===== config.mk =====
export PLATFORM = sky130hd
export DESIGN_NAME = tx_top
export DESIGN_NICKNAME = d
export VERILOG_FILES = /design/src/hw/tx_pkg.sv /design/src/hw/crc32_fcs.sv /design/src/hw/data_scrambler.sv /design/src/hw/conv_encoder.sv /design/src/hw/coded_pair_fifo.sv /design/src/hw/frame_sequencer.sv /design/src/hw/tx_top.sv
export SDC_FILE = /design/constraint.sdc
export NUM_CORES = 1
export LEC_CHECK = 0
export BUFFER_PORTS_ARGS = -buffer_cell sky130_fd_sc_hd__buf_4
export CAP_MARGIN = 0
export CORE_ASPECT_RATIO = 0.6
export CORE_MARGIN = 2
export CORE_UTILIZATION = 60
export CTS_CLUSTER_DIAMETER = 200
export DETAILED_ROUTE_END_ITERATION = 16
export HOLD_SLACK_MARGIN = 0.03
export PLACE_DENSITY = 0.92
export SLEW_MARGIN = 40
export SYNTH_ARGS = -nofsm -noshare
export SYNTH_HDL_FRONTEND = slang
export SYNTH_SLANG_ARGS = --single-unit

===== constraint.sdc =====
create_clock -name clk -period 11.3 [get_ports clk]
set_input_delay 0.565 -clock clk [delete_from_list [all_inputs] [get_ports clk]]
set_output_delay 0.565 -clock clk [all_outputs]
set_load 0.02 [all_outputs]

===== src/hw/tx_pkg.sv =====
/*
 * Shared types and constants of the 802.11a transmit bit front end.
 * Modules take them with a wildcard import in the module header.
 * Covers field and rate codes, the bit and coded pair structs
 * and the widths of the packet memory and of the PLCP fields.
 */
`default_nettype none

package tx_pkg;

    ////////////////////
    // Memory and field widths
    ////////////////////
    localparam int MEM_WORD_W   = 64;
    localparam int MEM_ADDR_W   = 10;
    localparam int SIGNAL_BITS  = 24;
    localparam int SERVICE_BITS = 16;
    localparam int TAIL_BITS    = 6;
    localparam int FCS_BITS     = 32;
    localparam int SCRAM_W      = 7;

    // Field in progress, also the sequencer state
    typedef enum logic [2:0] {
        IDLE, SIGNAL, SERVICE, PSDU, FCS, TAIL, PAD, DONE
    } field_e;

    // SIGNAL rate codes, bits 3 to 0 of word 0
    typedef enum logic [3:0] {
        RATE_6  = 4'b1011,
        RATE_9  = 4'b1111,
        RATE_12 = 4'b1010,
        RATE_18 = 4'b1110,
        RATE_24 = 4'b1001,
        RATE_36 = 4'b1101,
        RATE_48 = 4'b1000,
        RATE_54 = 4'b1100
    } rate_e;

    // One uncoded bit with its field tag
    typedef struct packed {
        logic   data;
        field_e field;
        logic   first;
    } tx_bit_t;

    // Encoder outputs, a from 133 octal and b from 171 octal
    typedef struct packed {
        logic a;
        logic b;
    } coded_pair_t;

endpackage

`default_nettype wire


===== src/hw/crc32_fcs.sv =====
/*
 * Bit-serial CRC-32 for the frame check sequence.
 * Preset on the first SIGNAL bit, fed by PSDU bits, then shifted out
 * inverted during the FCS field, most significant bit first.
 */
`timescale 1ns/10ps
`default_nettype none

module crc32_fcs
    import tx_pkg::*;
(
    input  wire logic    clk,
    input  wire logic    reset_int,
    input  wire tx_bit_t i_bit,
    input  wire logic    i_crc_strobe,
    output logic         o_fcs_bit
);

    localparam logic [31:0] CRC_POLY = 32'h04C1_1DB7;

    logic [31:0] crc;
    logic        feedback;

    assign feedback  = i_bit.data ^ crc[31];
    assign o_fcs_bit = ~crc[31];

    always_ff @(posedge clk) begin
        if (reset_int) begin
            crc <= '1;
        end else if (i_crc_strobe) begin
            case (i_bit.field)
                SIGNAL: begin
                    if (i_bit.first) begin
                        crc <= '1;
                    end
                end
                PSDU:    crc <= {crc[30:0], 1'b0} ^ (feedback ? CRC_POLY : 32'h0);
                // Present the next FCS bit
                FCS:     crc <= {crc[30:0], 1'b0};
                default: crc <= crc;
            endcase
        end
    end

endmodule

`default_nettype wire


===== src/hw/data_scrambler.sv =====
/*
 * Data scrambler with generator x^7 + x^4 + 1.
 * Seeded at the first SERVICE bit of each packet, it leaves SIGNAL bits
 * alone and zeroes the TAIL bits while its state holds.
 */
`timescale 1ns/10ps
`default_nettype none

module data_scrambler
    import tx_pkg::*;
(
    input  wire logic               clk,
    input  wire logic               reset_int,
    input  wire logic [SCRAM_W-1:0] i_scram_seed,
    input  wire tx_bit_t            i_bit,
    input  wire logic               i_bit_strobe,
    output tx_bit_t                 o_bit
);

    logic [SCRAM_W-1:0] scram_state;
    logic [SCRAM_W-1:0] cur_state;
    logic               scram_fb;
    logic               advance;

    // The seed takes effect on the very first SERVICE bit
    assign cur_state = (i_bit.field == SERVICE && i_bit.first) ? i_scram_seed : scram_state;
    assign scram_fb  = cur_state[6] ^ cur_state[3];

    always_comb begin
        o_bit   = i_bit;
        advance = 1'b0;
        case (i_bit.field)
            SERVICE, PSDU, FCS, PAD: begin
                o_bit.data = i_bit.data ^ scram_fb;
                advance    = 1'b1;
            end
            TAIL:    o_bit.data = 1'b0;
            default: o_bit.data = i_bit.data;
        endcase
    end

    always_ff @(posedge clk) begin
        if (reset_int) begin
            scram_state <= '0;
        end else if (i_bit_strobe && advance) begin
            scram_state <= {cur_state[SCRAM_W-2:0], scram_fb};
        end
    end

endmodule

`default_nettype wire


===== src/hw/conv_encoder.sv =====
/*
 * Rate-1/2 convolutional encoder, constraint length 7.
 * Output a uses generator 133 octal and b uses 171 octal.
 * The history is cleared ahead of SIGNAL and ahead of SERVICE.
 */
`timescale 1ns/10ps
`default_nettype none

module conv_encoder
    import tx_pkg::*;
(
    input  wire logic    clk,
    input  wire logic    reset_int,
    input  wire tx_bit_t i_bit,
    input  wire logic    i_bit_strobe,
    output coded_pair_t  o_pair,
    output logic         o_pair_strobe
);

    localparam logic [6:0] GEN_A = 7'o133;
    localparam logic [6:0] GEN_B = 7'o171;

    logic [5:0] history;      // Bit 5 is the most recent input
    logic [5:0] cur_hist;
    logic [6:0] window;
    logic       clear_hist;

    assign clear_hist = i_bit.first && (i_bit.field == SIGNAL || i_bit.field == SERVICE);
    assign cur_hist   = clear_hist ? 6'd0 : history;

    // Window MSB is the new bit, LSB the oldest delay tap
    assign window = {i_bit.data, cur_hist};

    assign o_pair.a      = ^(window & GEN_A);
    assign o_pair.b      = ^(window & GEN_B);
    assign o_pair_strobe = i_bit_strobe;

    always_ff @(posedge clk) begin
        if (reset_int) begin
            history <= '0;
        end else if (i_bit_strobe) begin
            history <= {i_bit.data, cur_hist[5:1]};
        end
    end

endmodule

`default_nettype wire


===== src/hw/coded_pair_fifo.sv =====
/*
 * Circular buffer of coded bit pairs between the encoder and the output.
 * Full stalls the sequencer upstream, and the read side is a plain
 * ready/valid stream. Depth must be a power of two, 4 or more.
 */
`timescale 1ns/10ps
`default_nettype none

module coded_pair_fifo
    import tx_pkg::*;
#(
    parameter int FIFO_DEPTH = 16
) (
    input  wire logic        clk,
    input  wire logic        reset_int,
    input  wire coded_pair_t i_pair,
    input  wire logic        i_pair_strobe,
    input  wire logic        i_pair_ready,
    output coded_pair_t      o_pair,
    output logic             o_pair_valid,
    output logic             o_full,
    output logic             o_empty
);

    localparam int PTR_W = $clog2(FIFO_DEPTH);

    coded_pair_t mem [FIFO_DEPTH];

    // Pointers carry one wrap bit above the index
    logic [PTR_W:0] wr_ptr;
    logic [PTR_W:0] rd_ptr;
    logic           wr_en;
    logic           rd_en;

    assign o_empty = (wr_ptr == rd_ptr);
    assign o_full  = (wr_ptr[PTR_W] != rd_ptr[PTR_W]) &&
                     (wr_ptr[PTR_W-1:0] == rd_ptr[PTR_W-1:0]);

    assign wr_en = i_pair_strobe && !o_full;
    assign rd_en = o_pair_valid && i_pair_ready;

    assign o_pair_valid = !o_empty;
    assign o_pair       = mem[rd_ptr[PTR_W-1:0]];

    ////////////////////
    // Storage
    ////////////////////
    always_ff @(posedge clk) begin
        if (wr_en) begin
            mem[wr_ptr[PTR_W-1:0]] <= i_pair;
        end
    end

    ////////////////////
    // Pointers
    ////////////////////
    always_ff @(posedge clk) begin
        if (reset_int) begin
            wr_ptr <= '0;
            rd_ptr <= '0;
        end else begin
            if (wr_en) begin
                wr_ptr <= wr_ptr + 1'b1;
            end
            if (rd_en) begin
                rd_ptr <= rd_ptr + 1'b1;
            end
        end
    end

endmodule

`default_nettype wire


===== src/hw/frame_sequencer.sv =====
/*
 * Field sequencer of the transmitter.
 * Walks SIGNAL, SERVICE, PSDU, FCS, TAIL and PAD, one bit per cycle
 * while the coded pair FIFO has room, and addresses the packet memory.
 * Ack is raised once the FIFO has drained after the last bit.
 */
`timescale 1ns/10ps
`default_nettype none

module frame_sequencer
    import tx_pkg::*;
(
    input  wire logic                  clk,
    input  wire logic                  reset_int,
    input  wire logic                  i_tx_req,
    input  wire logic [MEM_WORD_W-1:0] i_mem_data,
    input  wire logic                  i_fcs_bit,
    input  wire logic                  i_fifo_full,
    input  wire logic                  i_fifo_empty,
    output logic                       o_tx_ack,
    output logic      [MEM_ADDR_W-1:0] o_mem_addr,
    output tx_bit_t                    o_bit,
    output logic                       o_bit_strobe,
    output logic                       o_crc_strobe
);

    field_e      state;
    field_e      next_field;
    logic [14:0] fld_cnt;       // Bit index inside the current field
    logic [14:0] psdu_bits;     // Up to 8 * 4091 payload bits
    logic [7:0]  sym_cnt;       // Data bits into the current OFDM symbol
    logic [7:0]  dbps;
    logic [7:0]  dbps_dec;
    logic [11:0] sig_len;
    logic        emit;
    logic        field_last;
    logic        sym_wrap;

    assign emit         = (state != IDLE) && (state != DONE) && !i_fifo_full;
    assign o_bit_strobe = emit;
    assign o_crc_strobe = emit && (state == SIGNAL || state == PSDU || state == FCS);
    assign sym_wrap     = (sym_cnt == dbps - 8'd1);
    assign sig_len      = i_mem_data[16:5];

    ////////////////////
    // Rate decode
    ////////////////////
    always_comb begin
        case (rate_e'(i_mem_data[3:0]))
            RATE_6:  dbps_dec = 8'd24;
            RATE_9:  dbps_dec = 8'd36;
            RATE_12: dbps_dec = 8'd48;
            RATE_18: dbps_dec = 8'd72;
            RATE_24: dbps_dec = 8'd96;
            RATE_36: dbps_dec = 8'd144;
            RATE_48: dbps_dec = 8'd192;
            RATE_54: dbps_dec = 8'd216;
            default: dbps_dec = 8'd24;
        endcase
    end

    ////////////////////
    // Field end detection
    ////////////////////
    always_comb begin
        field_last = 1'b0;
        next_field = state;
        case (state)
            SIGNAL: begin
                field_last = (fld_cnt == 15'(SIGNAL_BITS - 1));
                next_field = SERVICE;
            end
            SERVICE: begin
                field_last = (fld_cnt == 15'(SERVICE_BITS - 1));
                // Empty payload goes straight to the FCS
                next_field = (psdu_bits == '0) ? FCS : PSDU;
            end
            PSDU: begin
                field_last = (fld_cnt == psdu_bits - 15'd1);
                next_field = FCS;
            end
            FCS: begin
                field_last = (fld_cnt == 15'(FCS_BITS - 1));
                next_field = TAIL;
            end
            TAIL: begin
                field_last = (fld_cnt == 15'(TAIL_BITS - 1));
                next_field = sym_wrap ? DONE : PAD;
            end
            PAD: begin
                field_last = sym_wrap;
                next_field = DONE;
            end
            default: begin
                field_last = 1'b0;
                next_field = state;
            end
        endcase
    end

    // Bit selection, LSB first within each memory word
    always_comb begin
        o_bit.field = state;
        o_bit.first = (fld_cnt == '0);
        case (state)
            SIGNAL:  o_bit.data = i_mem_data[fld_cnt[4:0]];
            PSDU:    o_bit.data = i_mem_data[fld_cnt[5:0]];
            FCS:     o_bit.data = i_fcs_bit;
            default: o_bit.data = 1'b0;
        endcase
    end

    ////////////////////
    // Field FSM
    ////////////////////
    always_ff @(posedge clk) begin
        if (reset_int) begin
            state      <= IDLE;
            fld_cnt    <= '0;
            sym_cnt    <= '0;
            dbps       <= 8'd24;
            psdu_bits  <= '0;
            o_mem_addr <= '0;
            o_tx_ack   <= 1'b0;
        end else if (state == IDLE) begin
            if (i_tx_req) begin
                state      <= SIGNAL;
                fld_cnt    <= '0;
                sym_cnt    <= '0;
                o_mem_addr <= '0;
            end
        end else if (state == DONE) begin
            // Four-phase handshake, ack waits for the output to drain
            if (!o_tx_ack) begin
                o_tx_ack <= i_fifo_empty;
            end else if (!i_tx_req) begin
                o_tx_ack <= 1'b0;
                state    <= IDLE;
            end
        end else if (emit) begin
            if (field_last) begin
                state   <= next_field;
                fld_cnt <= '0;
            end else begin
                fld_cnt <= fld_cnt + 15'd1;
            end

            // Symbol count runs from SERVICE onward
            if (state != SIGNAL) begin
                sym_cnt <= sym_wrap ? 8'd0 : sym_cnt + 8'd1;
            end

            if (state == SIGNAL && field_last) begin
                dbps       <= dbps_dec;
                psdu_bits  <= (sig_len > 12'd4) ? {sig_len - 12'd4, 3'b000} : '0;
                o_mem_addr <= MEM_ADDR_W'(1);
            end

            if (state == PSDU && fld_cnt[5:0] == 6'd63) begin
                o_mem_addr <= o_mem_addr + MEM_ADDR_W'(1);
            end
        end
    end

endmodule

`default_nettype wire


===== src/hw/tx_top.sv =====
/*
 * Top level of the transmit bit front end.
 * Reads one packet from the caller's word memory on a req/ack handshake
 * and streams rate-1/2 coded bit pairs out over ready/valid.
 */
`timescale 1ns/10ps
`default_nettype none

module tx_top
    import tx_pkg::*;
#(
    parameter int FIFO_DEPTH = 16
) (
    input  wire logic                  clk,
    input  wire logic                  reset_int,
    input  wire logic                  i_tx_req,
    output logic                       o_tx_ack,
    input  wire logic [SCRAM_W-1:0]    i_scram_seed,
    input  wire logic [MEM_WORD_W-1:0] i_mem_data,
    output logic      [MEM_ADDR_W-1:0] o_mem_addr,
    output coded_pair_t                o_pair,
    output logic                       o_pair_valid,
    input  wire logic                  i_pair_ready
);

    tx_bit_t     seq_bit;
    tx_bit_t     scr_bit;
    logic        bit_strobe;
    logic        crc_strobe;
    logic        fcs_bit;
    coded_pair_t enc_pair;
    logic        pair_strobe;
    logic        fifo_full;
    logic        fifo_empty;

    frame_sequencer u_seq (
        .clk          (clk),
        .reset_int    (reset_int),
        .i_tx_req     (i_tx_req),
        .i_mem_data   (i_mem_data),
        .i_fcs_bit    (fcs_bit),
        .i_fifo_full  (fifo_full),
        .i_fifo_empty (fifo_empty),
        .o_tx_ack     (o_tx_ack),
        .o_mem_addr   (o_mem_addr),
        .o_bit        (seq_bit),
        .o_bit_strobe (bit_strobe),
        .o_crc_strobe (crc_strobe)
    );

    crc32_fcs u_crc (
        .clk          (clk),
        .reset_int    (reset_int),
        .i_bit        (seq_bit),
        .i_crc_strobe (crc_strobe),
        .o_fcs_bit    (fcs_bit)
    );

    data_scrambler u_scram (
        .clk          (clk),
        .reset_int    (reset_int),
        .i_scram_seed (i_scram_seed),
        .i_bit        (seq_bit),
        .i_bit_strobe (bit_strobe),
        .o_bit        (scr_bit)
    );

    conv_encoder u_enc (
        .clk           (clk),
        .reset_int     (reset_int),
        .i_bit         (scr_bit),
        .i_bit_strobe  (bit_strobe),
        .o_pair        (enc_pair),
        .o_pair_strobe (pair_strobe)
    );

    coded_pair_fifo #(
        .FIFO_DEPTH (FIFO_DEPTH)
    ) u_fifo (
        .clk           (clk),
        .reset_int     (reset_int),
        .i_pair        (enc_pair),
        .i_pair_strobe (pair_strobe),
        .i_pair_ready  (i_pair_ready),
        .o_pair        (o_pair),
        .o_pair_valid  (o_pair_valid),
        .o_full        (fifo_full),
        .o_empty       (fifo_empty)
    );

endmodule

`default_nettype wire


---- Word-level counts from Yosys, hierarchy flattened ----
Memory sizes are Yosys's and may differ from the RTL's. A register that Yosys moved wholly into a read port is not among the register bits.
Cells that the tools add are included.
storage, ports and cells
  register bits after elaboration ......... 115
  RAM bits ................................ 32
  ROM bits ................................ 96
  input bits .............................. 75
  output and inout bits ................... 14
  logic and storage cells ................. 140
  memories ................................ 2
memory list
  memory            depth  bits a word  read ports  clocked after memory_dff  wr ports  line                   text
  (name not given)  16     6            1           1                         0         frame_sequencer.sv:49  case (rate_e'(i_mem_data[3:0]))
  u_fifo.mem        16     2            1           1                         1         coded_pair_fifo.sv:27  coded_pair_t mem [FIFO_DEPTH];
operators by class
  add/subtract/negate cells ............... 8
  order comparisons ....................... 3
  equality and inequality tests ........... 24
  multiplexer cells ....................... 47
  bitwise logic cells ..................... 7
  reductions and logical operators ........ 37
operator list
  kind                                                            number
  one-hot mux 32 bit (3 select lines)                             1
  2-to-1 mux 15 bit                                               6
  2-to-1 mux 10 bit                                               6
  2-to-1 mux 8 bit                                                6
  2-to-1 mux 32 bit                                               1
  bitwise XOR 32 bit                                              1
  == test 15 x 5 -> 1 bit, second input constant                  2
  zero test 15 bit                                                2
  2-to-1 mux 27 bit                                               1
  2-to-1 mux 3 bit                                                8
  one-hot mux 3 bit (6 select lines)                              1
  adder 15 x 1 -> 15 bit, second input constant                   1
  == test 15 bit                                                  1
  == test 15 x 3 -> 1 bit, second input constant                  1
  == test 15 x 4 -> 1 bit, second input constant                  1
  nonzero test 3 bit                                              5
  subtractor 15 x 1 -> 15 bit, second input constant              1
  XOR reduction 7 bit                                             2
  == test 3 bit, second input constant                            4
  greater-than comparator 12 x 3 -> 1 bit, second input constant  1
  AND reduction 4 bit                                             3
  subtractor 12 x 3 -> 12 bit, second input constant              1
  logical AND 1 bit                                               11
  adder 10 x 1 -> 10 bit, second input constant                   1
  37 further kinds                                                58

---- Longest topological paths before layout ----
Gate-level depths: netlist of run 1.
  word-level depth ........................ 9
  depth in mapped cells ................... 13
  depth with buffers taken out ............ 10

---- Cells and area by module ----
A second synthesis of run 1 with hierarchy kept.
unflattened totals
  cell total of the unflattened synthesis .. 925
  area, all modules ....................... 8772.2 µm²
modules (own cells, without submodules)
  module           times used  cells each  area each (µm²)  seq. area each (µm²)
  frame_sequencer  1           541         4352.9           1101.1
  coded_pair_fifo  1           149         2158.3           1241.2
  crc32_fcs        1           153         1498.9           640.6
  data_scrambler   1           48          437.9            140.1
  conv_encoder     1           34          324.1            120.1

---- Worst setup path after synthesis of run 1 ----
OpenSTA, ideal clock, no wires.
  path type ............................... register -> register
  start point ............................. register u_seq.fld_cnt[1]
  end point ............................... memory u_fifo.mem[0][0] (netlist name) (data pin)
  library setup time ...................... 297 ps
  arrival ................................. 3429 ps
  data required time ...................... 11003 ps
  slack ................................... 7574 ps
  stages on the path, launching flop included .. 13
  path buffers ............................ 2
  clock period less this slack ............ 3726 ps
  path through ............................ dfxtp_1 buf_2 buf_2 inv_1 ha_1 nor4b_1 nand4_1 nor4_4 mux2i_1 or3_1 a21oi_1 or4_1 xnor2_1
RTL lines
  what                    line                    text
  start, declared         frame_sequencer.sv:29   logic [14:0] fld_cnt;
  start signal, assigned  frame_sequencer.sv:145  fld_cnt <= fld_cnt + 15'd1;
  end, declared           coded_pair_fifo.sv:27

==> results of run 1 <==
[synth_stat cells, types with 4 or more instances]
master / count
sky130_fd_sc_hd__o22ai_1: 4
sky130_fd_sc_hd__xnor2_1: 23
sky130_fd_sc_hd__nor2b_1: 9
sky130_fd_sc_hd__nor3_1: 42
sky130_fd_sc_hd__a311oi_1: 13
sky130_fd_sc_hd__o31ai_1: 7
sky130_fd_sc_hd__nand4_1: 17
sky130_fd_sc_hd__or3_1: 10
sky130_fd_sc_hd__xor2_1: 33
sky130_fd_sc_hd__o211ai_1: 14
sky130_fd_sc_hd__mux2i_1: 25
sky130_fd_sc_hd__a41oi_1: 8
sky130_fd_sc_hd__and3_1: 22
sky130_fd_sc_hd__edfxtp_1: 32
sky130_fd_sc_hd__nor4_1: 9
sky130_fd_sc_hd__nand3_1: 21
sky130_fd_sc_hd__and2_1: 4
sky130_fd_sc_hd__mux4_2: 18
sky130_fd_sc_hd__a211oi_1: 36
sky130_fd_sc_hd__buf_1: 7
sky130_fd_sc_hd__a31oi_1: 17
sky130_fd_sc_hd__nand2_1: 72
sky130_fd_sc_hd__o21a_1: 4
sky130_fd_sc_hd__nor2_1: 106
sky130_fd_sc_hd__o21ai_0: 56
sky130_fd_sc_hd__dfxtp_1: 114
sky130_fd_sc_hd__or4_1: 17
sky130_fd_sc_hd__inv_1: 24
sky130_fd_sc_hd__a21oi_1: 54
sky130_fd_sc_hd__ha_1: 16
sky130_fd_sc_hd__nand2b_1: 10
sky130_fd_sc_hd__mux2_2: 10
sky130_fd_sc_hd__buf_2: 6
sky130_fd_sc_hd__clkbuf_1: 57
[sequential cells by signal (all words and copies together) (netlist names), 6 cells and up, named ones only]
signal,cells
u_crc.crc,32
u_fifo.mem,32
u_seq.fld_cnt,15
u_seq.psdu_bits,12
u_seq.o_mem_addr,10
u_seq.sym_cnt,8
u_scram.scram_state,7
u_enc.history,6
u_seq.dbps,6
[cell usage in the layout (no fill, tap or decap), types with 4 or more instances in the layout]
cell                        Yosys  final
sky130_fd_sc_hd__a211oi_1      36     36
sky130_fd_sc_hd__a21oi_1       54     54
sky130_fd_sc_hd__a311oi_1      13     13
sky130_fd_sc_hd__a31oi_1       17     17
sky130_fd_sc_hd__a41oi_1        8      8
sky130_fd_sc_hd__and2_1         4      5
sky130_fd_sc_hd__and3_1        22     22
sky130_fd_sc_hd__buf_4          0     94
sky130_fd_sc_hd__clkbuf_16      0     17
sky130_fd_sc_hd__dfxtp_1      114    112
sky130_fd_sc_hd__edfxtp_1      32     32
sky130_fd_sc_hd__ha_1          16     16
sky130_fd_sc_hd__inv_1         24     24
sky130_fd_sc_hd__inv_6          0      4
sky130_fd_sc_hd__mux2_2        10     10
sky130_fd_sc_hd__mux2i_1       25     25
sky130_fd_sc_hd__mux4_2        18     18
sky130_fd_sc_hd__nand2_1       72     72
sky130_fd_sc_hd__nand2b_1      10     10
sky130_fd_sc_hd__nand3_1       21     21
sky130_fd_sc_hd__nand4_1       17     17
sky130_fd_sc_hd__nor2_1       106    105
sky130_fd_sc_hd__nor2b_1        9      9
sky130_fd_sc_hd__nor3_1        42     41
sky130_fd_sc_hd__nor4_1         9      9
sky130_fd_sc_hd__o211ai_1      14     14
sky130_fd_sc_hd__o21a_1         4      4
sky130_fd_sc_hd__o21ai_0       56     56
sky130_fd_sc_hd__o22ai_1        4      4
sky130_fd_sc_hd__o31ai_1        7      7
sky130_fd_sc_hd__or3_1         10     10
sky130_fd_sc_hd__or4_1         17     17
sky130_fd_sc_hd__xnor2_1       23     21
sky130_fd_sc_hd__xor2_1        33     33
[logic make-up after synthesis]
logic type,count (synthesis)
simple gates,362
compound gates,240
fa+ha+maj,16
mux,53
xor+xnor,56
buf+inv,98
flops,146
[final timing paths]
path	depth (start not counted)	end	slack, ns	startpoint
setup reg to reg	10	u_fifo.mem[3][1]	6.91	u_seq.fld_cnt[0]
hold / removal	3	u_seq.psdu_bits[3]	0.42	i_mem_data[5]
setup / recovery	10	u_fifo.mem[3][1]	6.91	u_seq.fld_cnt[0]
hold reg to reg	1	u_crc.crc[7]	0.47	u_crc.crc[6]
[critical path, stage by stage, from the launching register on]
cell                      delay [ns]
sky130_fd_sc_hd__dfxtp_1        0.44
sky130_fd_sc_hd__inv_1          0.26
sky130_fd_sc_hd__ha_1           0.28
sky130_fd_sc_hd__nor4b_1        0.30
sky130_fd_sc_hd__nand4_1        0.26
sky130_fd_sc_hd__nor4_4         0.53
sky130_fd_sc_hd__mux2i_1        0.45
sky130_fd_sc_hd__or3_1          0.17
sky130_fd_sc_hd__a21oi_1        0.05
sky130_fd_sc_hd__or4_1          0.70
sky130_fd_sc_hd__xnor2_2        0.65
[final cells by class]
cell class,count,area (µm²)
clock buffers,19,452.9
clock inverters,13,148.9
fillers,961,3986
inverters,25,93.84
multi-input cells,727,4876
flip-flops and latches,146,3246
well taps,192,240.2
repair buffers,94,705.7
[layer usage]
metal  up-vias  global-route usage  wire length, µm
li1       3693                   -                -
met1      3735              0.4501            10080
met2       527              0.4789            10070
met3        92             0.09455             2802
met4         0              0.1000              572
met5         -                   0                0
[power breakdown]
group          total (mW)  switching [mW]  internal, mW
Sequential          0.604          0.0337         0.570
Clock               0.577           0.237         0.340
Combinational       0.385           0.252         0.133
==> results, run 1 <==
- Counting the buffers created by CTS gives 17.
- The remaining antenna violation count after routing is 0.
- Setup violations remaining at the end of the flow were counted as 0.
- The total chip power is 1.566 mW.
- Measured along the y axis, the die boundary spans 96.13 µm.
- The layout overhead on the synthesized area is 15.02%.
- The number of design-rule violations left by the first detailed-router iteration is 1,228.
- The final cell count without fillers is 1,216.
- The utilization of the core after routing is 0.7101.
- Of all nets on the critical path, the largest fanout is 16.
- The instance area after placement is 9150 µm².
- Of the total synthesized cell area, the portion taken by AND, OR, NAND and NOR gates is 0.2155.
- Setup repair after global routing left no endpoint under its margin.
- In this run the tool buffered the top-level ports with 88 buffer cells.
- Synthesis handed over a netlist of 971 instances.
- The number of placed cells counting well taps is 1,184.
- The synthesized design contains 146 register bits.
- Of the synthesized area, sequential elements account for 0.3821.
- The critical path data arrival time is 4.51 ns.
- After detailed routing, the total wire length is 23.52 mm.
- The via density per instance is 6.618.
- The number of different library cells used by synthesis comes to 68.
- The clock reaches the later pin of the worst-skew pair after 0.42 ns.
- The count of pins over their slew limit is 0.
- Ranked by total cell area, the synthesized netlist is headed by sky130_fd_sc_hd__dfxtp_1 (27%), sky130_fd_sc_hd__edfxtp_1 (11%), sky130_fd_sc_hd__mux4_2 (4.8%), sky130_fd_sc_hd__nor2_1 (4.7%), sky130_fd_sc_hd__xor2_1 (3.4%).
- The xor and xnor area share after synthesis is 0.05778.
- The TritonCTS sink count is 146.
- The setup TNS is 0 ns.
- The compound-gate portion of the synthesized area came to 0.1837.
- The startpoint class of the critical path is a flip-flop.
- The maximum VDD drop is 0.0001086 V.
- Summing all non-filler instances in the final layout gives an area of 9763 µm².
- For this configuration, the core starts out at a cell density of 0.6173.
- The count of flip-flops with a built-in enable after synthesis is 32.
- The total iterations of the first detailed-routing run is 6.
- The run finished with clean final reports.
- The share of the synthesized area in the top cell type is 0.2689.
- The largest area contributor in the netlist is sky130_fd_sc_hd__dfxtp_1.
- In this run the deepest clock path goes through 2 buffers.
- For this run, asynchronously set or reset flops after synthesis account for 0.
- The largest net degree at the start of global routing is 57.
- The congestion estimate from routability-driven global placement came to 0.9913.
- The synthesized netlist occupies a cell area of 8488 µm².
- The number of nets handed over by synthesis was 1,062.
- The total overflow left after global routing is 0.
- The number of H-tree branching levels is 4.
- The setup slack after placement is 7.144 ns.
- The area enclosed by the die boundary is 15,150 µm².
- The number of global-route vias before repair came to 7,400.
- In the final layout, the share of cells above drive strength 1 is 0.1689.
- The I/O pin total is 89.
- 0 antenna diodes ended up in the layout.
- Between clock sinks in the finished design, the worst skew comes to 0.01004 ns.
- The ratio of total power to cell area is 160.4 nW/µm².
- After the last flow step, the layout net total stands at 1,102.
- The cell chosen for the clock root is sky130_fd_sc_hd__clkbuf_16.
- The number of buffers inserted for hold repair after clock tree synthesis is 0.
- Across the run, the number of max-cap violations was 0.
- In this run the horizontal extent of the chip is 157.6 µm.
- The hold violation count in the final report is 0.
- The worst setup path is captured at a flip-flop.
- The total half-perimeter wirelength after legalization and detailed placement is 16.30 mm.
- The final hold slack is 0.4183 ns.
- STA puts the critical path data required time at 11.42 ns.
- The slew at the pin closest to its max-slew limit is 0.8549 ns.
- The post-CTS repair timing setup buffer count is 0.
- The initialized floorplan defines 33 standard-cell rows.
- The critical setup path kind is reg2reg.
- The number of antenna violations at the first check in global routing came to 0.
- TritonCTS built the clock tree.
- The adder-cell share of the synthesized area is 0.02358.
- The final cycle utilization of the critical path is 0.3887.
- The leakage power figure is 3.629 nW.
- Setup slack closes at 6.908 ns.
- The tightest min-delay check is of the in2reg type.
- Averaged over all synthesized cells, the footprint is 8.742 µm².
- After clock tree synthesis, the clock-pin slew on the worst setup and hold paths is 0.07 ns.
- For this run, the top clock speed supported by timing is 227.7 MHz.
- The final routed wire length divided by cell count is 19.34 µm.
- The largest family of logic cells by synthesized area is simple AND/OR/NAND/NOR gates.
- The post-cts resize count is 0.
- Yosys printed 0 warnings.
- The total via count in the routed design is 8,047.
- The region available for standard cell placement spans 13,750 µm².
- The prevailing post-synth register cell is sky130_fd_sc_hd__dfxtp_1.
- The smallest clock period supported by the final layout is computed as 4.392 ns.
- The first global-routing pass estimated 37.96 mm of wire.
- The portion of netlist area occupied by mux cells is 0.09051.
- The total track usage is 0.3209.
- After detailed routing, the number of remaining DRC violations is 0.
- The relative max-transition margin is 0.4293.
Power figures use the tool's default switching activity.
==> run 2: changes to the inputs <==
--- a/config.mk
+++ b/config.mk
@@ -9,11 +9,11 @@
 export CAP_MARGIN = 0
 export CORE_ASPECT_RATIO = 0.6
 export CORE_MARGIN = 2
-export CORE_UTILIZATION = 60
+export CORE_UTILIZATION = 54
 export CTS_CLUSTER_DIAMETER = 200
 export DETAILED_ROUTE_END_ITERATION = 16
 export HOLD_SLACK_MARGIN = 0.03
-export PLACE_DENSITY = 0.92
+export PLACE_DENSITY = 0.88
 export SLEW_MARGIN = 40
 export SYNTH_ARGS = -nofsm -noshare
 export SYNTH_HDL_FRONTEND = slang
==> constraint.sdc (replaced) <==
create_clock -name clk -period 3.76 [get_ports clk]
set_input_delay 0.188 -clock clk [delete_from_list [all_inputs] [get_ports clk]]
set_output_delay 0.188 -clock clk [all_outputs]
set_load 0.02 [all_outputs]
==> run 2 against run 1 <==
Effect of this change: power grew to 3.0 times the previous value; cell count grew 3.9%; non-clock buffer count grew 36; die area grew 11%; sequential share of layout area shrank 0.99 points; clock skew is essentially flat; combinational power grew to 3.2 times the previous value; wire length grew 3.4%; global-route usage shrank 2.9 points; design area grew 3.0%; critical path type unchanged; critical endpoint is now u_fifo.mem[4][1]; largest cell class unchanged.
==> results, run 2 (same netlist as run 1, synthesis figures left out) <==
- The number of antenna violations at the first check in global routing came to 0.
- Wires add up to 24.32 mm.
- The longest clock path from root to sink contains 2 buffers.
- In the post-route analysis, the smallest setup slack over all paths is 0.1126 ns.
- Summed over all nets, wire length on met2 after detailed routing comes to 10.15 mm.
- The run finished with clean final reports.
- Wire segments on met3 add up to 3.084 mm in the final route.
- The largest fanout of any net on the critical path is 16.
- The buffer and inverter count on the worst path is 0.
- The number of global-route vias before repair was 7,430.
- The library cell used most frequently in the layout, excluding fill and tap cells, is sky130_fd_sc_hd__buf_4.
- The horizontal extent of the die is 165.9 µm.
- Setup repair after global routing could not meet its margin everywhere.
- Dividing the detail-routed wire length by the instance count gives 19.26 µm.
- At the end of the flow the core is filled with cells to 0.6541.
- The global-route wire length before repair is 39.13 mm.
- After detailed routing, no signal wire sits above met4.
- The final hold slack is 0.07489 ns.
- At the worst endpoint, the required time is 3.87 ns.
- Max-cap violations in this run came to 0.
- The critical path goes through nor4_1 -> nand4_1 -> nor4_4 -> mux2i_1 -> or3_1 -> a21oi_1 -> or4_1 -> xnor2_2.
- The floorplan row count is 35.
- The final net count is 1,138.
- In the final layout, the share of cells above drive strength 1 is 0.1934.
- Data arrives at the worst endpoint at 3.76 ns.
- The number of design-rule violations left by the first detailed-router iteration is 997.
- The analysis attributes to cell leakage a power of 3.820 nW.
- The vertical extent of the die is 101.1 µm.
- The number of hold buffers added after CTS was 0.
- The hold violation count in the final report is 0.
- The worst-case IR drop observed on VDD is 0.0002605 V.
- After detailed routing, the number of vias per cell comes to 6.389.
- The remaining antenna violation count after routing is 0.
- The startpoint class of the critical path is a flip-flop.
- The maximum clock frequency is 274.2 MHz.
- During placement, the flow inserted port buffers numbering 88.
- Setup violations remaining at the end of the flow were counted as 0.
- Once placement finished, the instance area stood at 9442 µm².
- For the final database, setup skew stands at 0.01044 ns.
- Summed over all layers, the global routing overflow is 0.
- The clock-pin slew on the worst setup and hold paths is 0.07 ns.
- Leaving out fill and tap cells, the most frequent cells in the layout are sky130_fd_sc_hd__buf_4 (129), sky130_fd_sc_hd__dfxtp_1 (114), sky130_fd_sc_hd__nor2_1 (105).
- The startpoint identified for the worst register-to-register timing path is u_seq.fld_cnt[4].
- The type of the worst min-delay path is in2reg.
- Buffers inserted during clock tree synthesis total 17.
- The kind of end point of the critical path is a flip-flop.
- The total half-perimeter wirelength after legalization and detailed placement is 17.25 mm.
- The count of antenna diodes in the layout is 0.
- The post-cts resize count is 0.
- The count of pins over their slew limit is 0.
- The delay of the slowest critical-path stage is 0.69 ns.
- The relative max-transition margin is 0.4762.
- Buffers added to address setup during post-CTS repair amount to 0.
- Detailed routing inserted a total of 8,069 vias.
- The cell chosen for the clock root is sky130_fd_sc_hd__clkbuf_16.
- The largest net degree at the start of global routing is 57.
- After layout, the design draws a total of 4.742 mW.
- The setup slack after placement is 0.2127 ns.
- The startpoint of the most critical hold path is i_mem_data[7].
- The latest clock arrival within the worst-skew pair is 0.43 ns.
- The ratio of total power to cell area is 471.7 nW/µm².
- The post-route standard cell area excluding fillers is 10,050 µm².
- The layout overhead on the synthesized area is 18.45%.
- At the pin with the least slew margin, the transition time is 0.7818 ns.
- The cell with the largest stage delay on the worst path is sky130_fd_sc_hd__xnor2_2.
- The area of the placeable core is 15,370 µm².
- The TritonCTS clock tree is done.
- The total track usage is 0.2920.
- The first element of the critical path is u_seq.fld_cnt[4].
- For this run, design rule violations remaining after detail routing come to 0.
- The TritonCTS sink count is 146.
- The minimum clock period after layout is 3.647 ns.
- The pre-antenna-repair detailed-routing pass consisted of 6 iterations.
- For this configuration, the core starts out at a cell density of 0.5522.
- In the finished design, the share of the clock period the worst path needs comes to 0.9700.
- Grouping stages by cell kind, the critical path spends the most delay in simple AND/OR/NAND/NOR gates.
- The critical path in this run is classified as reg2reg.
- In the final routing, the length of wire on met1 measures 10.74 mm.
- The congestion estimate from routability-driven global placement came to 0.9727.
- The area enclosed by the die boundary is 16,770 µm².
- 89 I/O pins were placed.
- The number of H-tree branching levels is 4.
## run 2: path summary, 6_finish.rpt
check	to	slack, ns	cells after the start
setup / recovery	u_fifo.mem[4][1]	0.11	8
setup reg to reg	u_fifo.mem[4][1]	0.11	8
hold / removal	u_seq.psdu_bits[5]	0.07	4
hold reg to reg	u_crc.crc[7]	0.47	1
## run 2: worst min-delay path: stages
cell	delay, ns
sky130_fd_sc_hd__buf_4	0.10
sky130_fd_sc_hd__inv_1	0.05
sky130_fd_sc_hd__nand2_1	0.05
sky130_fd_sc_hd__o21ai_0	0.06
## run 2: where the power goes
group	switching, mW	internal [mW]
Combinational	0.807	0.437
Sequential	0.0554	1.71
Clock	0.740	0.990
## run 2: cell type report
| cell class | count | area [µm²] |
|---|---|---|
| inverter | 25 | 93.84 |
| tap | 203 | 254.0 |
| timing repair buffer | 130 | 988.4 |
| clock inverter | 13 | 136.4 |
| fill | 1184 | 5316 |
| multi-input combinational | 727 | 4875 |
| clock buffer | 19 | 464.2 |
| sequential | 146 | 3243 |
## run 2: routing by layer
metal | up-vias | global-route usage
li1 | 3764 | -
met1 | 3782 | 0.4249
met2 | 470 | 0.4216
met3 | 53 | 0.09227
met4 | 0 | 0.07358
met5 | - | 0
## run 2: metrics by stage
step / TNS [ns] / instances
after floorplan: 0 / 971
after global placement: 0 / 1231
after detailed placement: 0 / 1231
after CTS: 0 / 1263
after global routing: -1.427 / 1263
final: 0 / 1263
